<file path="src/verilog/stopwatch_pkg.sv">
package stopwatch_pkg;

  // ======================================================================
  // Timing
  // ======================================================================

  // Largest value of one decimal digit
  localparam int DIGIT_MAX = 9;

  // Running cycles per hundredth of a second
  localparam int TICK_DIVIDE = 3;

  // Prescaler width, never narrower than one bit
  localparam int TICK_CNT_W = (TICK_DIVIDE > 1) ? $clog2(TICK_DIVIDE) : 1;

  // ======================================================================
  // Time value
  // ======================================================================

  typedef logic [3:0] digit_t;

  // 0 is hundredths, 3 is tens of seconds
  typedef logic [1:0] digit_sel_t;

  typedef logic [TICK_CNT_W-1:0] tick_cnt_t;

  typedef struct packed {
    digit_t ten_sec;
    digit_t sec;
    digit_t tenth;
    digit_t hundredth;
  } time_t;

  // One-cycle request to bump a single digit
  typedef struct packed {
    logic       inc;
    digit_sel_t sel;
  } edit_cmd_t;

  // Operating modes of the control FSM
  typedef enum logic [2:0] {
    IDLE,
    EDIT_HUND,
    EDIT_TENTH,
    EDIT_SEC,
    EDIT_TENSEC,
    RUN
  } mode_e;

endpackage

</file>
<file path="src/verilog/panel_pkg.sv">
package panel_pkg;

  // ======================================================================
  // Button conditioning
  // ======================================================================

  // Flops between the pad and the filter
  localparam int SYNC_STAGES = 2;

  // Cycles a new level must hold before it is accepted
  localparam int DEBOUNCE_CYCLES = 4;

  localparam int DEBOUNCE_CNT_W =
      (DEBOUNCE_CYCLES > 1) ? $clog2(DEBOUNCE_CYCLES) : 1;

  typedef logic [DEBOUNCE_CNT_W-1:0] debounce_cnt_t;

  // Press events, each high for one cycle only
  typedef struct packed {
    logic start_stop;
    logic set;
    logic change;
  } buttons_t;

  // ======================================================================
  // Display
  // ======================================================================

  // Segment order gfedcba, a zero lights the segment
  typedef logic [6:0] seg_t;

  // hex3 is the leftmost display
  typedef struct packed {
    seg_t hex3;
    seg_t hex2;
    seg_t hex1;
    seg_t hex0;
  } display_t;

endpackage

</file>
<file path="src/verilog/button_debouncer.sv">
`timescale 1ns/10ps

module button_debouncer
  import panel_pkg::*;
(
  input  logic clk100_i,
  input  logic rstn_i,
  input  logic button_i,
  output logic pressed_o
);

  logic [SYNC_STAGES-1:0] sync_q;
  logic                   sync_level;
  logic                   stable_q;
  debounce_cnt_t          cnt_q;
  logic                   accept;
  logic                   pressed_q;

  // Synchroniser, released level is high
  always_ff @(posedge clk100_i or negedge rstn_i) begin
    if (!rstn_i) begin
      sync_q <= '1;
    end else begin
      sync_q <= {sync_q[SYNC_STAGES-2:0], button_i};
    end
  end

  assign sync_level = sync_q[SYNC_STAGES-1];

  // New level seen on DEBOUNCE_CYCLES cycles in a row
  assign accept = (sync_level != stable_q) &&
                  (cnt_q == debounce_cnt_t'(DEBOUNCE_CYCLES - 1));

  // Stability counter, restarts whenever the level falls back
  always_ff @(posedge clk100_i or negedge rstn_i) begin
    if (!rstn_i) begin
      cnt_q    <= '0;
      stable_q <= 1'b1;
    end else if (sync_level == stable_q || accept) begin
      cnt_q    <= '0;
      stable_q <= sync_level;
    end else begin
      cnt_q <= cnt_q + 1'b1;
    end
  end

  // Press pulse on the accepted high-to-low change
  always_ff @(posedge clk100_i or negedge rstn_i) begin
    if (!rstn_i) begin
      pressed_q <= 1'b0;
    end else begin
      pressed_q <= accept && !sync_level;
    end
  end

  assign pressed_o = pressed_q;

  // A press is an event, never a level
  a_single_pulse : assert property (
    @(posedge clk100_i) disable iff (!rstn_i)
    pressed_o |=> !pressed_o
  );

endmodule

</file>
<file path="src/verilog/stopwatch_control.sv">
`timescale 1ns/10ps

module stopwatch_control
  import stopwatch_pkg::*, panel_pkg::*;
(
  input  logic      clk100_i,
  input  logic      rstn_i,
  input  buttons_t  buttons_i,
  output logic      running_o,
  output edit_cmd_t edit_o
);

  mode_e     mode_q;
  mode_e     mode_d;
  logic      running_q;
  edit_cmd_t edit_q;
  edit_cmd_t edit_d;

  // Digit owned by each edit mode
  function automatic digit_sel_t mode_digit(mode_e mode);
    digit_sel_t sel;
    case (mode)
      EDIT_TENTH:  sel = 2'd1;
      EDIT_SEC:    sel = 2'd2;
      EDIT_TENSEC: sel = 2'd3;
      default:     sel = 2'd0;
    endcase
    return sel;
  endfunction

  // ======================================================================
  // Next mode
  // ======================================================================

  always_comb begin
    mode_d = mode_q;
    case (mode_q)
      IDLE: begin
        if (buttons_i.start_stop) begin
          mode_d = RUN;
        end else if (buttons_i.set) begin
          mode_d = EDIT_HUND;
        end
      end
      EDIT_HUND:   if (buttons_i.set) mode_d = EDIT_TENTH;
      EDIT_TENTH:  if (buttons_i.set) mode_d = EDIT_SEC;
      EDIT_SEC:    if (buttons_i.set) mode_d = EDIT_TENSEC;
      EDIT_TENSEC: if (buttons_i.set) mode_d = IDLE;
      RUN:         if (buttons_i.start_stop) mode_d = IDLE;
      default:     mode_d = IDLE;
    endcase
  end

  // Change only counts in the edit modes
  always_comb begin
    edit_d.sel = mode_digit(mode_q);
    edit_d.inc = 1'b0;
    case (mode_q)
      EDIT_HUND, EDIT_TENTH, EDIT_SEC, EDIT_TENSEC: edit_d.inc = buttons_i.change;
      default:                                      edit_d.inc = 1'b0;
    endcase
  end

  // ======================================================================
  // Registers
  // ======================================================================

  always_ff @(posedge clk100_i or negedge rstn_i) begin
    if (!rstn_i) begin
      mode_q    <= IDLE;
      running_q <= 1'b0;
      edit_q    <= '0;
    end else begin
      mode_q    <= mode_d;
      running_q <= (mode_d == RUN);
      edit_q    <= edit_d;
    end
  end

  assign running_o = running_q;
  assign edit_o    = edit_q;

  // Counter must never see an edit on top of a tick
  a_no_edit_while_running : assert property (
    @(posedge clk100_i) disable iff (!rstn_i)
    edit_o.inc |-> !running_o
  );

endmodule

</file>
<file path="src/verilog/time_counter.sv">
`timescale 1ns/10ps

module time_counter
  import stopwatch_pkg::*;
(
  input  logic      clk100_i,
  input  logic      rstn_i,
  input  logic      running_i,
  input  edit_cmd_t edit_i,
  output time_t     time_o
);

  tick_cnt_t tick_cnt_q;
  logic      tick;
  time_t     time_q;
  digit_t    cur [4];
  logic      carry;
  logic [3:0] adv;

  // Next value of a digit, 9 rolls over to 0
  function automatic digit_t digit_next(digit_t d);
    digit_t n;
    if (d == digit_t'(DIGIT_MAX)) begin
      n = '0;
    end else begin
      n = d + 1'b1;
    end
    return n;
  endfunction

  // ======================================================================
  // Prescaler
  // ======================================================================

  assign tick = running_i && (tick_cnt_q == tick_cnt_t'(TICK_DIVIDE - 1));

  // Residue is held while stopped
  always_ff @(posedge clk100_i or negedge rstn_i) begin
    if (!rstn_i) begin
      tick_cnt_q <= '0;
    end else if (tick) begin
      tick_cnt_q <= '0;
    end else if (running_i) begin
      tick_cnt_q <= tick_cnt_q + 1'b1;
    end
  end

  // ======================================================================
  // Digit cascade
  // ======================================================================

  assign cur[0] = time_q.hundredth;
  assign cur[1] = time_q.tenth;
  assign cur[2] = time_q.sec;
  assign cur[3] = time_q.ten_sec;

  // Tick ripples upward through digits at 9, edits stay local
  always_comb begin
    carry = tick;
    for (int i = 0; i < 4; i++) begin
      adv[i] = carry || (edit_i.inc && edit_i.sel == digit_sel_t'(i));
      carry  = carry && (cur[i] == digit_t'(DIGIT_MAX));
    end
  end

  always_ff @(posedge clk100_i or negedge rstn_i) begin
    if (!rstn_i) begin
      time_q <= '0;
    end else begin
      if (adv[0]) begin
        time_q.hundredth <= digit_next(time_q.hundredth);
      end
      if (adv[1]) begin
        time_q.tenth <= digit_next(time_q.tenth);
      end
      if (adv[2]) begin
        time_q.sec <= digit_next(time_q.sec);
      end
      if (adv[3]) begin
        time_q.ten_sec <= digit_next(time_q.ten_sec);
      end
    end
  end

  assign time_o = time_q;

  // Every digit stays decimal
  a_digits_decimal : assert property (
    @(posedge clk100_i) disable iff (!rstn_i)
    (time_q.hundredth <= digit_t'(DIGIT_MAX)) &&
    (time_q.tenth     <= digit_t'(DIGIT_MAX)) &&
    (time_q.sec       <= digit_t'(DIGIT_MAX)) &&
    (time_q.ten_sec   <= digit_t'(DIGIT_MAX))
  );

endmodule

</file>
<file path="src/verilog/seven_seg_decoder.sv">
`timescale 1ns/10ps

module seven_seg_decoder
  import stopwatch_pkg::*, panel_pkg::*;
(
  input  digit_t digit_i,
  output seg_t   seg_o
);

  // Patterns are gfedcba, low lights a segment
  always_comb begin
    case (digit_i)
      4'd0:    seg_o = 7'b100_0000;
      4'd1:    seg_o = 7'b111_1001;
      4'd2:    seg_o = 7'b010_0100;
      4'd3:    seg_o = 7'b011_0000;
      4'd4:    seg_o = 7'b001_1001;
      4'd5:    seg_o = 7'b001_0010;
      4'd6:    seg_o = 7'b000_0010;
      4'd7:    seg_o = 7'b111_1000;
      4'd8:    seg_o = 7'b000_0000;
      4'd9:    seg_o = 7'b001_0000;
      // Dash for codes above nine
      default: seg_o = 7'b011_1111;
    endcase
  end

endmodule

</file>
<file path="src/verilog/stopwatch_top.sv">
`timescale 1ns/10ps

module stopwatch_top
  import stopwatch_pkg::*, panel_pkg::*;
(
  input  logic     clk100_i,
  input  logic     rstn_i,
  input  logic     start_stop_i,
  input  logic     set_i,
  input  logic     change_i,
  output display_t display_o
);

  buttons_t  buttons;
  logic      running;
  edit_cmd_t edit;
  time_t     time_val;

  // ======================================================================
  // Button conditioning, all three active low
  // ======================================================================

  button_debouncer i_start_stop_db (
    .clk100_i  (clk100_i),
    .rstn_i    (rstn_i),
    .button_i  (start_stop_i),
    .pressed_o (buttons.start_stop)
  );

  button_debouncer i_set_db (
    .clk100_i  (clk100_i),
    .rstn_i    (rstn_i),
    .button_i  (set_i),
    .pressed_o (buttons.set)
  );

  button_debouncer i_change_db (
    .clk100_i  (clk100_i),
    .rstn_i    (rstn_i),
    .button_i  (change_i),
    .pressed_o (buttons.change)
  );

  // ======================================================================
  // Mode control and timekeeping
  // ======================================================================

  stopwatch_control i_control (
    .clk100_i  (clk100_i),
    .rstn_i    (rstn_i),
    .buttons_i (buttons),
    .running_o (running),
    .edit_o    (edit)
  );

  time_counter i_counter (
    .clk100_i  (clk100_i),
    .rstn_i    (rstn_i),
    .running_i (running),
    .edit_i    (edit),
    .time_o    (time_val)
  );

  // Leftmost display is tens of seconds
  seven_seg_decoder i_dec3 (
    .digit_i (time_val.ten_sec),
    .seg_o   (display_o.hex3)
  );

  seven_seg_decoder i_dec2 (
    .digit_i (time_val.sec),
    .seg_o   (display_o.hex2)
  );

  seven_seg_decoder i_dec1 (
    .digit_i (time_val.tenth),
    .seg_o   (display_o.hex1)
  );

  seven_seg_decoder i_dec0 (
    .digit_i (time_val.hundredth),
    .seg_o   (display_o.hex0)
  );

endmodule

</file>
<file path="config.mk">
export PLATFORM = sky130hd
export DESIGN_NAME = stopwatch_top
export DESIGN_NICKNAME = d
export VERILOG_FILES = /design/src/verilog/stopwatch_pkg.sv /design/src/verilog/panel_pkg.sv /design/src/verilog/button_debouncer.sv /design/src/verilog/stopwatch_control.sv /design/src/verilog/time_counter.sv /design/src/verilog/seven_seg_decoder.sv /design/src/verilog/stopwatch_top.sv
export SDC_FILE = /design/constraint.sdc
export NUM_CORES = 1
export LEC_CHECK = 0
export ABC_AREA = 1
export ABC_CLOCK_PERIOD_IN_PS = 1850
export BUFFER_PORTS_ARGS = -buffer_cell sky130_fd_sc_hd__buf_2
export CELL_PAD_IN_SITES_DETAIL_PLACEMENT = 0
export CELL_PAD_IN_SITES_GLOBAL_PLACEMENT = 1
export CORE_UTILIZATION = 35
export DETAILED_ROUTE_END_ITERATION = 10
export PLACE_DENSITY_LB_ADDON = 0.1
export SLEW_MARGIN = 20
export SYNTH_ARGS = -nofsm -noshare
export SYNTH_HDL_FRONTEND = slang
export SYNTH_SLANG_ARGS = --single-unit
</file>
<file path="constraint.sdc">
create_clock -name clk100_i -period 1.85 [get_ports clk100_i]
set_clock_uncertainty 0.05 [all_clocks]
set_input_delay 0.2775 -clock clk100_i [delete_from_list [all_inputs] [get_ports clk100_i]]
set_output_delay 0.2775 -clock clk100_i [all_outputs]
set_load 0.05 [all_outputs]
</file>
# --- Yosys cells after proc, flatten, opt, wreduce, memory -nomap -nowiden ---
# Memories as Yosys holds them, arrays and structs flattened.
# Cells that the tools add are included.
# W data, S select, Z words.
totals:
  register_bits: 43
  mem_bits_ro: 448
  out_inout_bits: 28
  n_memories: 4
memory_table:
  columns: ["name", "depth", "width", "rd", "rd_ports_with_merged_regs", "wr", "line", "text"]
  rows:
  - ["(name not given)", 16, 7, 1, 0, 0, "seven_seg_decoder.sv:12", "case (digit_i)"]
  - ["(name not given)", 16, 7, 1, 0, 0, "seven_seg_decoder.sv:12", null]
  - ["(name not given)", 16, 7, 1, 0, 0, "seven_seg_decoder.sv:12", null]
  - ["(name not given)", 16, 7, 1, 0, 0, "seven_seg_decoder.sv:12", null]
classes:
  add_sub_neg: 8
  eq_ne: 23
  mux: 19
  reduce_logical: 28
op_table:
  columns: ["op", "n"]
  rows:
  - ["$mux W3", 7]
  - ["$pmux W3 S6", 1]
  - ["$add A4 B1 Y4 const B", 4]
  - ["$eq A4 B4 Y1 const B", 4]
  - ["$mux W4", 4]
  - ["$logic_and A1 B1 Y1", 14]
  - ["$eq A2 B2 Y1 const B", 6]
  - ["$mux W2", 5]
  - ["$eq A3 B3 Y1 const B", 3]
  - ["$add A2 B1 Y2 const B", 4]
  - ["$logic_or A1 B1 Y1", 7]
  - ["$eq A3 B2 Y1 const B", 2]
  - ["$pmux W2 S3", 1]
  - ["$reduce_or A4 Y1", 1]
  - ["$eq A1 B1 Y1", 3]
  - ["$eq A3 B1 Y1 const B", 1]
  - ["$logic_not A1 Y1", 3]
  - ["$logic_not A3 Y1", 1]
  - ["$ne A1 B1 Y1", 3]
  - ["$eq A2 B1 Y1 const B", 1]
  - ["$logic_not A2 Y1", 1]
  - ["$reduce_bool A2 Y1", 1]
  - ["$mux W1", 1]

# --- Longest topological paths before layout ---
# Gate-level depths: netlist of run 1.
logic_depth:
  ltp_word: 6
  mapped_depth: 8

# --- Cells and area by module ---
# Synthesis of run 1 repeated with hierarchy kept, for this count alone.
hier_totals:
  cells_unflattened: 361
  hier_area_um2: 2733.9
by_module_without_submodules:
  columns: ["module", "instances", "cells_per_inst", "area_per_inst_um2", "seq_area_each_um2"]
  rows:
  - ["time_counter", 1, 128, 1038.5, 450.4]
  - ["button_debouncer", 3, 18, 212.7, 153.9]
  - ["seven_seg_decoder at i_dec0 ...", 3, 35, 186.4, 0.0]
  - ["stopwatch_control", 1, 39, 310.3, 175.2]
  - ["seven_seg_decoder at i_dec1", 1, 35, 187.7, 0.0]

# --- Worst setup path after synthesis of run 1 ---
# Ideal clock, no wire load.
synth_timing:
  path_kind: "flip-flop to output port"
  start: "register i_counter.time_q (netlist bit i_counter.time_o[0])"
  end: "output port display_o[5] (netlist name)"
  arrival_time_ns: 2.507
  t_required_ns: 1.522
  slack_ns: -0.985
  stages_incl_launch_ff: 4
  cell_sequence: "dfrtp_1 > inv_1 > ha_1 > o311ai_0"
synth_lines:
  columns: ["item", "line", "text"]
  rows:
  - ["start: declaration", "time_counter.sv:15", "time_t time_q;"]
  - ["end: declaration", "stopwatch_top.sv:11", "output display_t display_o"]

==> results of run 1 <==
-- kinds of logic after synthesis --
family	count (synthesis)	synth area share, %
AND/OR/NAND/NOR	135	24.53
buffers and inverters	52	8.112
XOR/XNOR	7	2.409
AO/OA/AOI/OAI	53	10.91
adder cells (fa/ha/maj)	23	11.31
flip-flops	43	42.72
-- power groups by stage --
stage / Combinational, mW / Sequential, mW / Clock (mW)
floorplan: 0.540 / 1.23 / 0
global placement: 0.674 / 1.25 / 0
detailed placement: 0.684 / 1.25 / 0
CTS: 0.789 / 1.23 / 0.887
global route: 0.949 / 1.26 / 0.924
finish: 0.845 / 1.23 / 0.851
-- worst paths after layout --
kind | endpoint | slack, ps | cells past startpoint
worst max register to register | i_counter.time_o[12] | 320 | 8
worst max-delay path | display_o[17] | 30 | 6
max in group asynchronous | i_change_db.stable_q | 1040 | 3
worst min register to register | i_change_db.sync_q[1] | 310 | 0
min in group asynchronous | i_set_db.cnt_q[0] | 430 | 3
worst min-delay path | i_set_db.sync_q[0] | 30 | 1
-- per-stage QoR --
step                worst slack, ps  setup TNS (ps)  power, mW
floorplan                    -102.5          -295.8      1.769
global placement              141.2               0      1.923
detailed placement            133.5               0      1.933
CTS                          -10.59          -10.59      2.906
global route                 -53.91          -575.3      3.129
finish                        26.08               0      2.925
-- worst max-delay path, delay by kind of cell, from the launching register on --
kind,cells,cell delay (ps)
simple gates,1,70
buf+inv,3,340
fa+ha+maj,1,210
flops,1,460
compound gates,1,130
-- layout make-up --
cell class              instances  area, um2  share of cell area (%)
multi-input cells             218       1493                   42.35
clock inverters                 2      60.06                   1.704
flip-flops and latches         43       1099                   31.17
inverters                      49      196.4                   5.573
clock buffers                   6      72.57                   2.059
well taps                      96      120.1                   3.408
repair buffers                 57      484.2                   13.74
-- cell usage after synthesis, drive strengths merged --
cell type	n	area share [%]
o21ai	38	7.5
nand2	68	11
buf	3	0.69
ha	23	11
o211ai	1	0.30
o311ai	1	0.34
a21boi	1	0.30
dfrtp	34	33
nor3	4	0.79
inv	49	7.4
o22ai	1	0.25
or2	3	0.74
xor2	7	2.4
a21oi	10	2.0
dfstp	9	9.3
nor2	24	4.1
nand3	36	8.1
a22oi	1	0.30
-- what timing repair did --
action	4_1_cts	5_1_grt
endpoints found under the hold margin	34	0
resized for setup	63	53
pin swaps	7	16
endpoints found under the setup margin	24	25
hold buffers	1	0
setup buffers	12	7
-- metal layers --
metal | part of all wire, % | wire length, um | vias to the layer above | track usage, %
met1 | 48 | 2412 | 989 | 18.14
met4 | 0.57 | 29 | 0 | 4.024
met2 | 49 | 2459 | 29 | 23.37
met5 | 0 | 0 | - | 0
met3 | 2.9 | 147 | 2 | 2.844
li1 | - | - | 1129 | -
-- registers in the layout (all words and copies together) (netlist names) --
name and flops:
i_change_db.stable_q 1, i_set_db.stable_q 1, i_set_db.cnt_q 2, i_change_db.cnt_q 2
i_control.mode_q 3, i_start_stop_db.sync_q 2, i_start_stop_db.cnt_q 2, i_change_db.pressed_o 1
i_control.edit_o 3, i_set_db.sync_q 2, i_change_db.sync_q 2, i_counter.time_o 16
i_control.running_o 1, i_set_db.pressed_o 1, i_counter.tick_cnt_q 2, i_start_stop_db.stable_q 1
i_start_stop_db.pressed_o 1
==> run metrics, run 1 <==
sequential share of power=approximately two fifths; clock period minus final worst setup slack=1824 ps; commonest non-fill, non-tap cell in the layout=nand2_1; startpoint types=flip-flop; Final ANT Viol Nets=0; post-layout util=between 50% and 60%; CTS tree=built; first-pass GRT wire length=~8500 um; drt pass-1 iters=4; Syn Area/Cell=a little over 8 um2; unrepaired setup endpoints after global routing=true; Final Hold Viols=0; min-delay worst type=in -> reg; core area=around 6900 um2; design internal power=2.003 mW; die footprint=approximately 7600 um2; die width=just under 90 um; Cell Area, Placed=about 2900 um2; Final setup viols=0; Non-Filler Instances=about 470; DR vias/cell=between 4 and 5; crit path max-delay cell type=dfrtp_2; WP data arrival=roughly 1500 ps; initial antenna violation count=0; hpwl dp=approximately 3400 um; Clk network pwr share=between 20% and 30%; pin count of the biggest net entering global routing=44; cell count after synthesis=between 300 and 400; PD cells=~830 nW/um2; Pleak=1.772 nW; synth warn=0; Maximum Capacitance Violations=0; CP cell instances=inv_2, ha_4, nand2_2, inv_1, o21ai_2, buf_6; clock sinks=between 40 and 50; most frequent cells in the layout=nand2_1 (57), inv_1 (34), nand3_1 (34); register area share after synthesis=42.72%; period utilisation layout=98.59%; Sw Share=a little under a third; Routed WL=~5000 um; Crit Path Class=reg -> out; CP max FO=4; drt drc=0; share of cells above drive strength 1=a little under two fifths; CP endpoint kind=output pin; fmax=548.3 MHz; worst vdd ir=0.6599 mV; Slew @ Worst Pin=roughly 330 ps; Synth Register Bits=between 40 and 50; row count=30; htree depth=2; Clock Latency Late Sink=slightly below 300 ps; vias in the first global route=~2.0k; Final #Nets=402; synthesized area=about 2500 um2; slew margin rel.=78.16%; Vias=2149; fin. max-slew vios=0; Reg clk slew, reported paths=roughly 80 ps; # IOs=33; Total Routing Usage GR=roughly 14%; number of DRC markers in iteration 0=79; CTS buffer count=5; starting density of the core=about 37%; port bufs=32; fillcell total=696; GRT overflow=0; Hold WS=28.64 ps; Root Driver=clkbuf_8; die height=87.27 um; R2R Path Start=i_counter.time_o[9]; P&R area growth vs syn=38.50%; clk buf depth=2; Placed Instances=roughly 440; Yosys cell types=26; Worst EP required=1520 ps; Routed wire per std cell=between 10 and 15 um; antenna cells=0; status=finished clean; critical path's largest stage delay=460 ps; min-delay src=set_i; Net Count, Synth=around 340; CP startpoint=i_counter.time_o[9]; Routability Congestion=0.7135; combinational power share=28.9%; sw power=around 0.92 mW; design area=between 3000 and 4000 um2
Note: power is estimated with default switching activity, not from simulation.
==> run 2, diff against run 1 <==
- CORE_MARGIN: not set -> 5
- CORE_UTILIZATION: 35 -> 43
==> run 2 against run 1 <==
Sequential cell count stayed put. Cell count is 4.5% lower. Sequential power hardly changed. Fmax is 3.5% lower. Via count is 0.98% higher. The run now ends with setup timing left. Wire length is 2.0% higher. First-iteration DRC count is 30% lower. Non-clock buffer count stayed put. Global-route usage is 0.44 points lower.
==> run metrics, run 2 (synthesized netlist as in run 1, its figures left out) <==
status=finished with violations; failing checks=setup timing; CP cell instances=ha_1, or2_1, nand2_2, a21oi_1, buf_4; row count=28 (-6.7%); pin count of the biggest net entering global routing=24 (-45%); number of flip-flops in the largest register=16 (unchanged); Crit Path Class=reg -> out; Root Driver=clkbuf_8; die width=86.93 um (-0.39%); starting density of the core=43.50% (+6.7 points); Final setup viols=2 (+2); Reg clk slew, reported paths=80 ps (about the same); final setup margin=-40.12 ps (-66.20 ps); TNS Setup=-42.89 ps (-42.89 ps); Critical Path End=display_o[20]; critical path's largest stage delay=430 ps (-30 ps); Routed WL=5150 um (+2.0%); Slew @ Worst Pin=486.7 ps (+159.0 ps); antenna cells=0 (unchanged); commonest non-fill, non-tap cell in the layout=nand2_1; share of cells above drive strength 1=38.40% (+0.53 points); port bufs=32 (unchanged); initial antenna violation count=0 (unchanged); die footprint=7557 um2 (-0.78%); Clock Latency Late Sink=290 ps (about the same); GRT overflow=0 (unchanged); first-pass GRT wire length=8349 um (-1.4%); Maximum Capacitance Violations=0 (unchanged); unrepaired setup endpoints after global routing=true; Pleak=1.752 nW (-1.2%); Hold WS=34.22 ps (+5.575 ps); Worst Reg2Reg Path Length in Cells=8 (unchanged); drt pass-1 iters=4 (unchanged); htree depth=2 (unchanged); Final #Nets=402 (unchanged); hpwl dp=3418 um (+0.35%); CP max FO=3 (-1); crit path max-delay cell type=dfrtp_1; clock period minus final worst setup slack=1890 ps (+66.20 ps); Final ANT Viol Nets=0 (unchanged); Total Routing Usage GR=13.49% (-0.44 points); die height=86.93 um (-0.39%); fin. max-slew vios=0 (unchanged); # IOs=33 (unchanged); Worst EP required=1520 ps (about the same); WP data arrival=1560 ps (+60 ps); CP endpoint kind=output pin; number of DRC markers in iteration 0=55 (-30%); Final Hold Viols=0 (unchanged); PD cells=772.9 nW/um2 (-6.9%); R2R Path Start=i_counter.time_o[9]; period utilisation layout=102.2% (+3.6 points); worst r2r dst=i_counter.time_o[14]; DR vias/cell=4.822 (+5.7%); drt drc=0 (unchanged); P&R area growth vs syn=33.78%; fmax=529.1 MHz (-3.5%); Routed wire per std cell=11.44 um (+6.8%); flop-to-flop setup slack=350 ps (+30 ps); core area=5851 um2 (-15%); CTS buffer count=5 (unchanged); vias in the first global route=1954 (-0.81%); Routability Congestion=0.7847 (+10%); clk buf depth=2 (unchanged); worst vdd ir=0.5380 mV (-18%); most frequent cells in the layout=nand2_1 (55), inv_1 (35), nand3_1 (34); CP startpoint=i_counter.time_o[9]; CTS tree=built; startpoint types=flip-flop; slew margin rel.=67.56% (-11 points); Vias=2170 (+0.98%); min-delay worst type=in -> reg; clock sinks=43 (unchanged)
## run 2: cell types whose count changed in the layout (fill, tap and decap cells not counted), moves of 2 or more
cell       before  now
clkbuf_4        3    1
ha_4           10    6
bufinv_16       2    0
buf_2           9   11
o21ai_1        13   10
o21ai_0        17   14
inv_4           5    3
nand2_2         6    9
ha_2            4    7
a21oi_1         5    7
o21ai_2         7   13
nand2_1        57   55
a21oi_2         5    3
## run 2: worst min-delay path by stage
stage,end,slack [ps],depth (start not counted),startpoint
6_report,i_start_stop_db.sync_q[0],30,1,start_stop_i
3_5_place_dp,i_start_stop_db.pressed_o,230,1,rstn_i
2_1_floorplan,i_change_db.cnt_q[0],-70,0,rstn_i
4_1_cts,i_start_stop_db.sync_q[0],20,1,start_stop_i
3_3_place_gp,i_control.mode_q[0],220,1,rstn_i
5_1_grt,i_start_stop_db.sync_q[0],10,1,start_stop_i
## run 2: layer usage
metal  wire length, um  GRT usage (%)  share of wire [%]
met1              2306          17.00                 45
met2              2553          22.98                 50
met3               216          2.933                4.2
met4                73          4.249                1.4
met5                 0              0                  0
## run 2: power breakdown
part / total [mW] / switching, mW / internal, mW
logic: 0.841 / 0.506 / 0.335
registers: 1.23 / 0.102 / 1.13
clock network: 0.560 / 0.295 / 0.265
## run 2: timing repair
| action | CTS | global route |
|---|---|---|
| pin swaps | 4 | 5 |
| endpoints found under the hold margin | 17 | 0 |
| resized for setup | 52 | 64 |
| setup endpoints to repair | 24 | 27 |
| buffers inserted | 13 | 7 |
| hold buffers | 1 | 0 |
## run 2: cell type report
cell class	count	area, um2
tap	75	93.84
timing repair buffer	57	475.5
fill	526	2446
inverter	49	191.4
clock buffer	7	76.32
clock inverter	1	5.005
multi-input combinational	218	1465
sequential	43	1097
## run 2: critical path: cells and delay by family, from the launching register on
family	cells	cell delay (ps)
AOI/OAI and AO/OA	1	180
adders and majority gates	1	210
buffers and inverters	1	240
DFF	1	430
and+or+nand+nor	2	220
## run 2: stage by stage
stage / area [um2] / setup slack [ps] / power, mW / utilization, % / cells
after CTS: 3157 / -39.21 / 2.591 / 53.96 / 443
after global routing: 3405 / -93.19 / 2.838 / 58.19 / 450
final: 3405 / -40.12 / 2.631 / 58.19 / 450
after floorplan: 2565 / -102.5 / 1.769 / - / 313
after global placement: 2844 / 149.1 / 1.917 / 48.61 / 421
after detailed placement: 2844 / 135.2 / 1.928 / 48.61 / 421
==> run 3, diff against run 2 <==
- REMOVE_ABC_BUFFERS: not set -> 1
==> run 3 against run 2 <==
The flow now finishes without violations. Sequential share of layout area is 0.64 points lower. Cell count is 0.67% higher. Critical path depth stayed put. Clock power is 4.8% higher. Global-route usage is 0.36 points higher. Critical path type unchanged. Critical endpoint is now display_o[10]. Largest power group unchanged.
==> run metrics, run 3 (synthesized netlist as in run 1, its figures left out) <==
CP max FO=4 (+1); Total Routing Usage GR=13.85% (+0.36 points); Final setup viols=0 (-2); die width=86.93 um (unchanged); Reg clk slew, reported paths=80 ps (about the same); worst vdd ir=0.7603 mV (+41%); clock period minus final worst setup slack=1836 ps (-54.31 ps); most frequent cells in the layout=nand2_1 (55), inv_1 (35), nand3_1 (34); initial antenna violation count=0 (unchanged); Placed Instances=421 (unchanged); Final #Nets=405 (+0.75%); GRT overflow=0 (unchanged); Non-Filler Instances=453 (+0.67%); vias in the first global route=2045 (+4.7%); starting density of the core=43.50% (unchanged); Slew @ Worst Pin=446.3 ps (-40.35 ps); # IOs=33 (unchanged); TNS Setup=0 ps (+42.89 ps); share of cells above drive strength 1=39.95% (+1.5 points); status=finished clean; CTS tree=built; Clock Latency Late Sink=280 ps (about the same); antenna cells=0 (unchanged); startpoint types=flip-flop; post-layout util=59.30% (+1.1 points); hpwl dp=3510 um (+2.7%); fin. max-slew vios=0 (unchanged); Routed wire per std cell=11.11 um (-2.9%); P&R area growth vs syn=36.33%; number of DRC markers in iteration 0=44 (-20%); first-pass GRT wire length=8645 um (+3.5%); period utilisation layout=99.23% (-2.9 points); htree depth=2 (unchanged); Root Driver=clkbuf_8; Pleak=1.758 nW (+0.38%); clk buf depth=2 (unchanged); Maximum Capacitance Violations=0 (unchanged); unrepaired setup endpoints after global routing=true; die height=86.93 um (unchanged); CTS buffer count=5 (unchanged); WP data arrival=1510 ps (-50 ps); die footprint=7557 um2 (unchanged); Routability Congestion=0.7914 (+0.85%); CP endpoint kind=output pin; row count=28 (unchanged); number of flip-flops in the largest register=16 (unchanged); clock sinks=43 (unchanged); core area=5851 um2 (unchanged); fmax=544.7 MHz (+3.0%); Crit Path Class=reg -> out; DR vias/cell=4.768 (-1.1%); Final Hold Viols=0 (unchanged); Final ANT Viol Nets=0 (unchanged); Routed WL=5033 um (-2.3%); port bufs=32 (unchanged); drt drc=0 (unchanged); Worst EP required=1520 ps (about the same); pin count of the biggest net entering global routing=25 (+4.2%); PD cells=756.8 nW/um2 (-2.1%); Vias=2160 (-0.46%); drt pass-1 iters=5 (+1); commonest non-fill, non-tap cell in the layout=nand2_1; min-delay worst type=in -> reg; slew margin rel.=70.25% (+2.7 points)
run 3: cell types whose count changed in the layout (fill, tap and decap cells not counted), sizes merged:
cell    before  now
buf         55   59
clkbuf       8    7
run 3: worst max-delay path, stage by stage, from the launching register on:
cell	delay [ps]
dfrtp_2	460
buf_4	150
ha_2	200
o21ai_4	160
o21ai_2	80
buf_6	160
run 3: routing by layer:
| layer | wire, um | global-route usage, % | vias to the layer above |
|---|---|---|---|
| met4 | 73 | 4.816 | 0 |
| li1 | - | - | 1132 |
| met1 | 2261 | 17.66 | 989 |
| met5 | 0 | 0 | - |
| met2 | 2494 | 23.88 | 33 |
| met3 | 203 | 1.987 | 6 |
run 3: power by group:
part	total, mW	switching [mW]	leakage, nW	internal [mW]
clock	0.587	0.286	0.0482	0.301
sequential	1.23	0.102	0.547	1.13
combinational	0.808	0.500	1.16	0.308
total	2.63	0.888	1.76	1.74
run 3: layout make-up:
type	instances	area, um2
inverter	49	191.4
multi-input combinational	218	1500
sequential	43	1096
clock inverter	1	5.005
tap	75	93.84
clock buffer	7	86.33
timing repair buffer	60	496.7
fill	522	2381
run 3: per-stage QoR:
stage               instance area (um2)  setup WS, ps  power [mW]  hold WS (ps)
floorplan                          2527        -984.8       1.746        -68.09
global route                       3470        -43.24       2.838         19.21
detailed placement                 2824         112.0       1.914         204.8
global placement                   2824         154.4       1.898         207.6
finish                             3470         14.19       2.626         34.24
CTS                                3159        -36.18       2.587         22.44
run 3: timing repair:
item / 4_1_cts / 5_1_grt
hold buffers: 1 / 0
hold endpoints to repair: 16 / 0
setup buffers: 16 / 7
setup endpoints to repair: 23 / 27
pin swaps: 6 / 17
gates resized for setup: 59 / 84
run 3: path summary, 6_finish.rpt:
kind	start	depth (start not counted)	to	slack [ps]
min in group asynchronous	rstn_i	2	i_counter.tick_cnt_q[0]	420
hold reg to reg	i_change_db.sync_q[0]	0	i_change_db.sync_q[1]	310
max in group asynchronous	rstn_i	3	i_change_db.stable_q	780
setup / recovery	i_counter.time_o[4]	5	display_o[10]	10
hold / removal	start_stop_i	1	i_start_stop_db.sync_q[0]	30
setup reg to reg	i_counter.time_o[9]	8	i_counter.time_o[13]	300
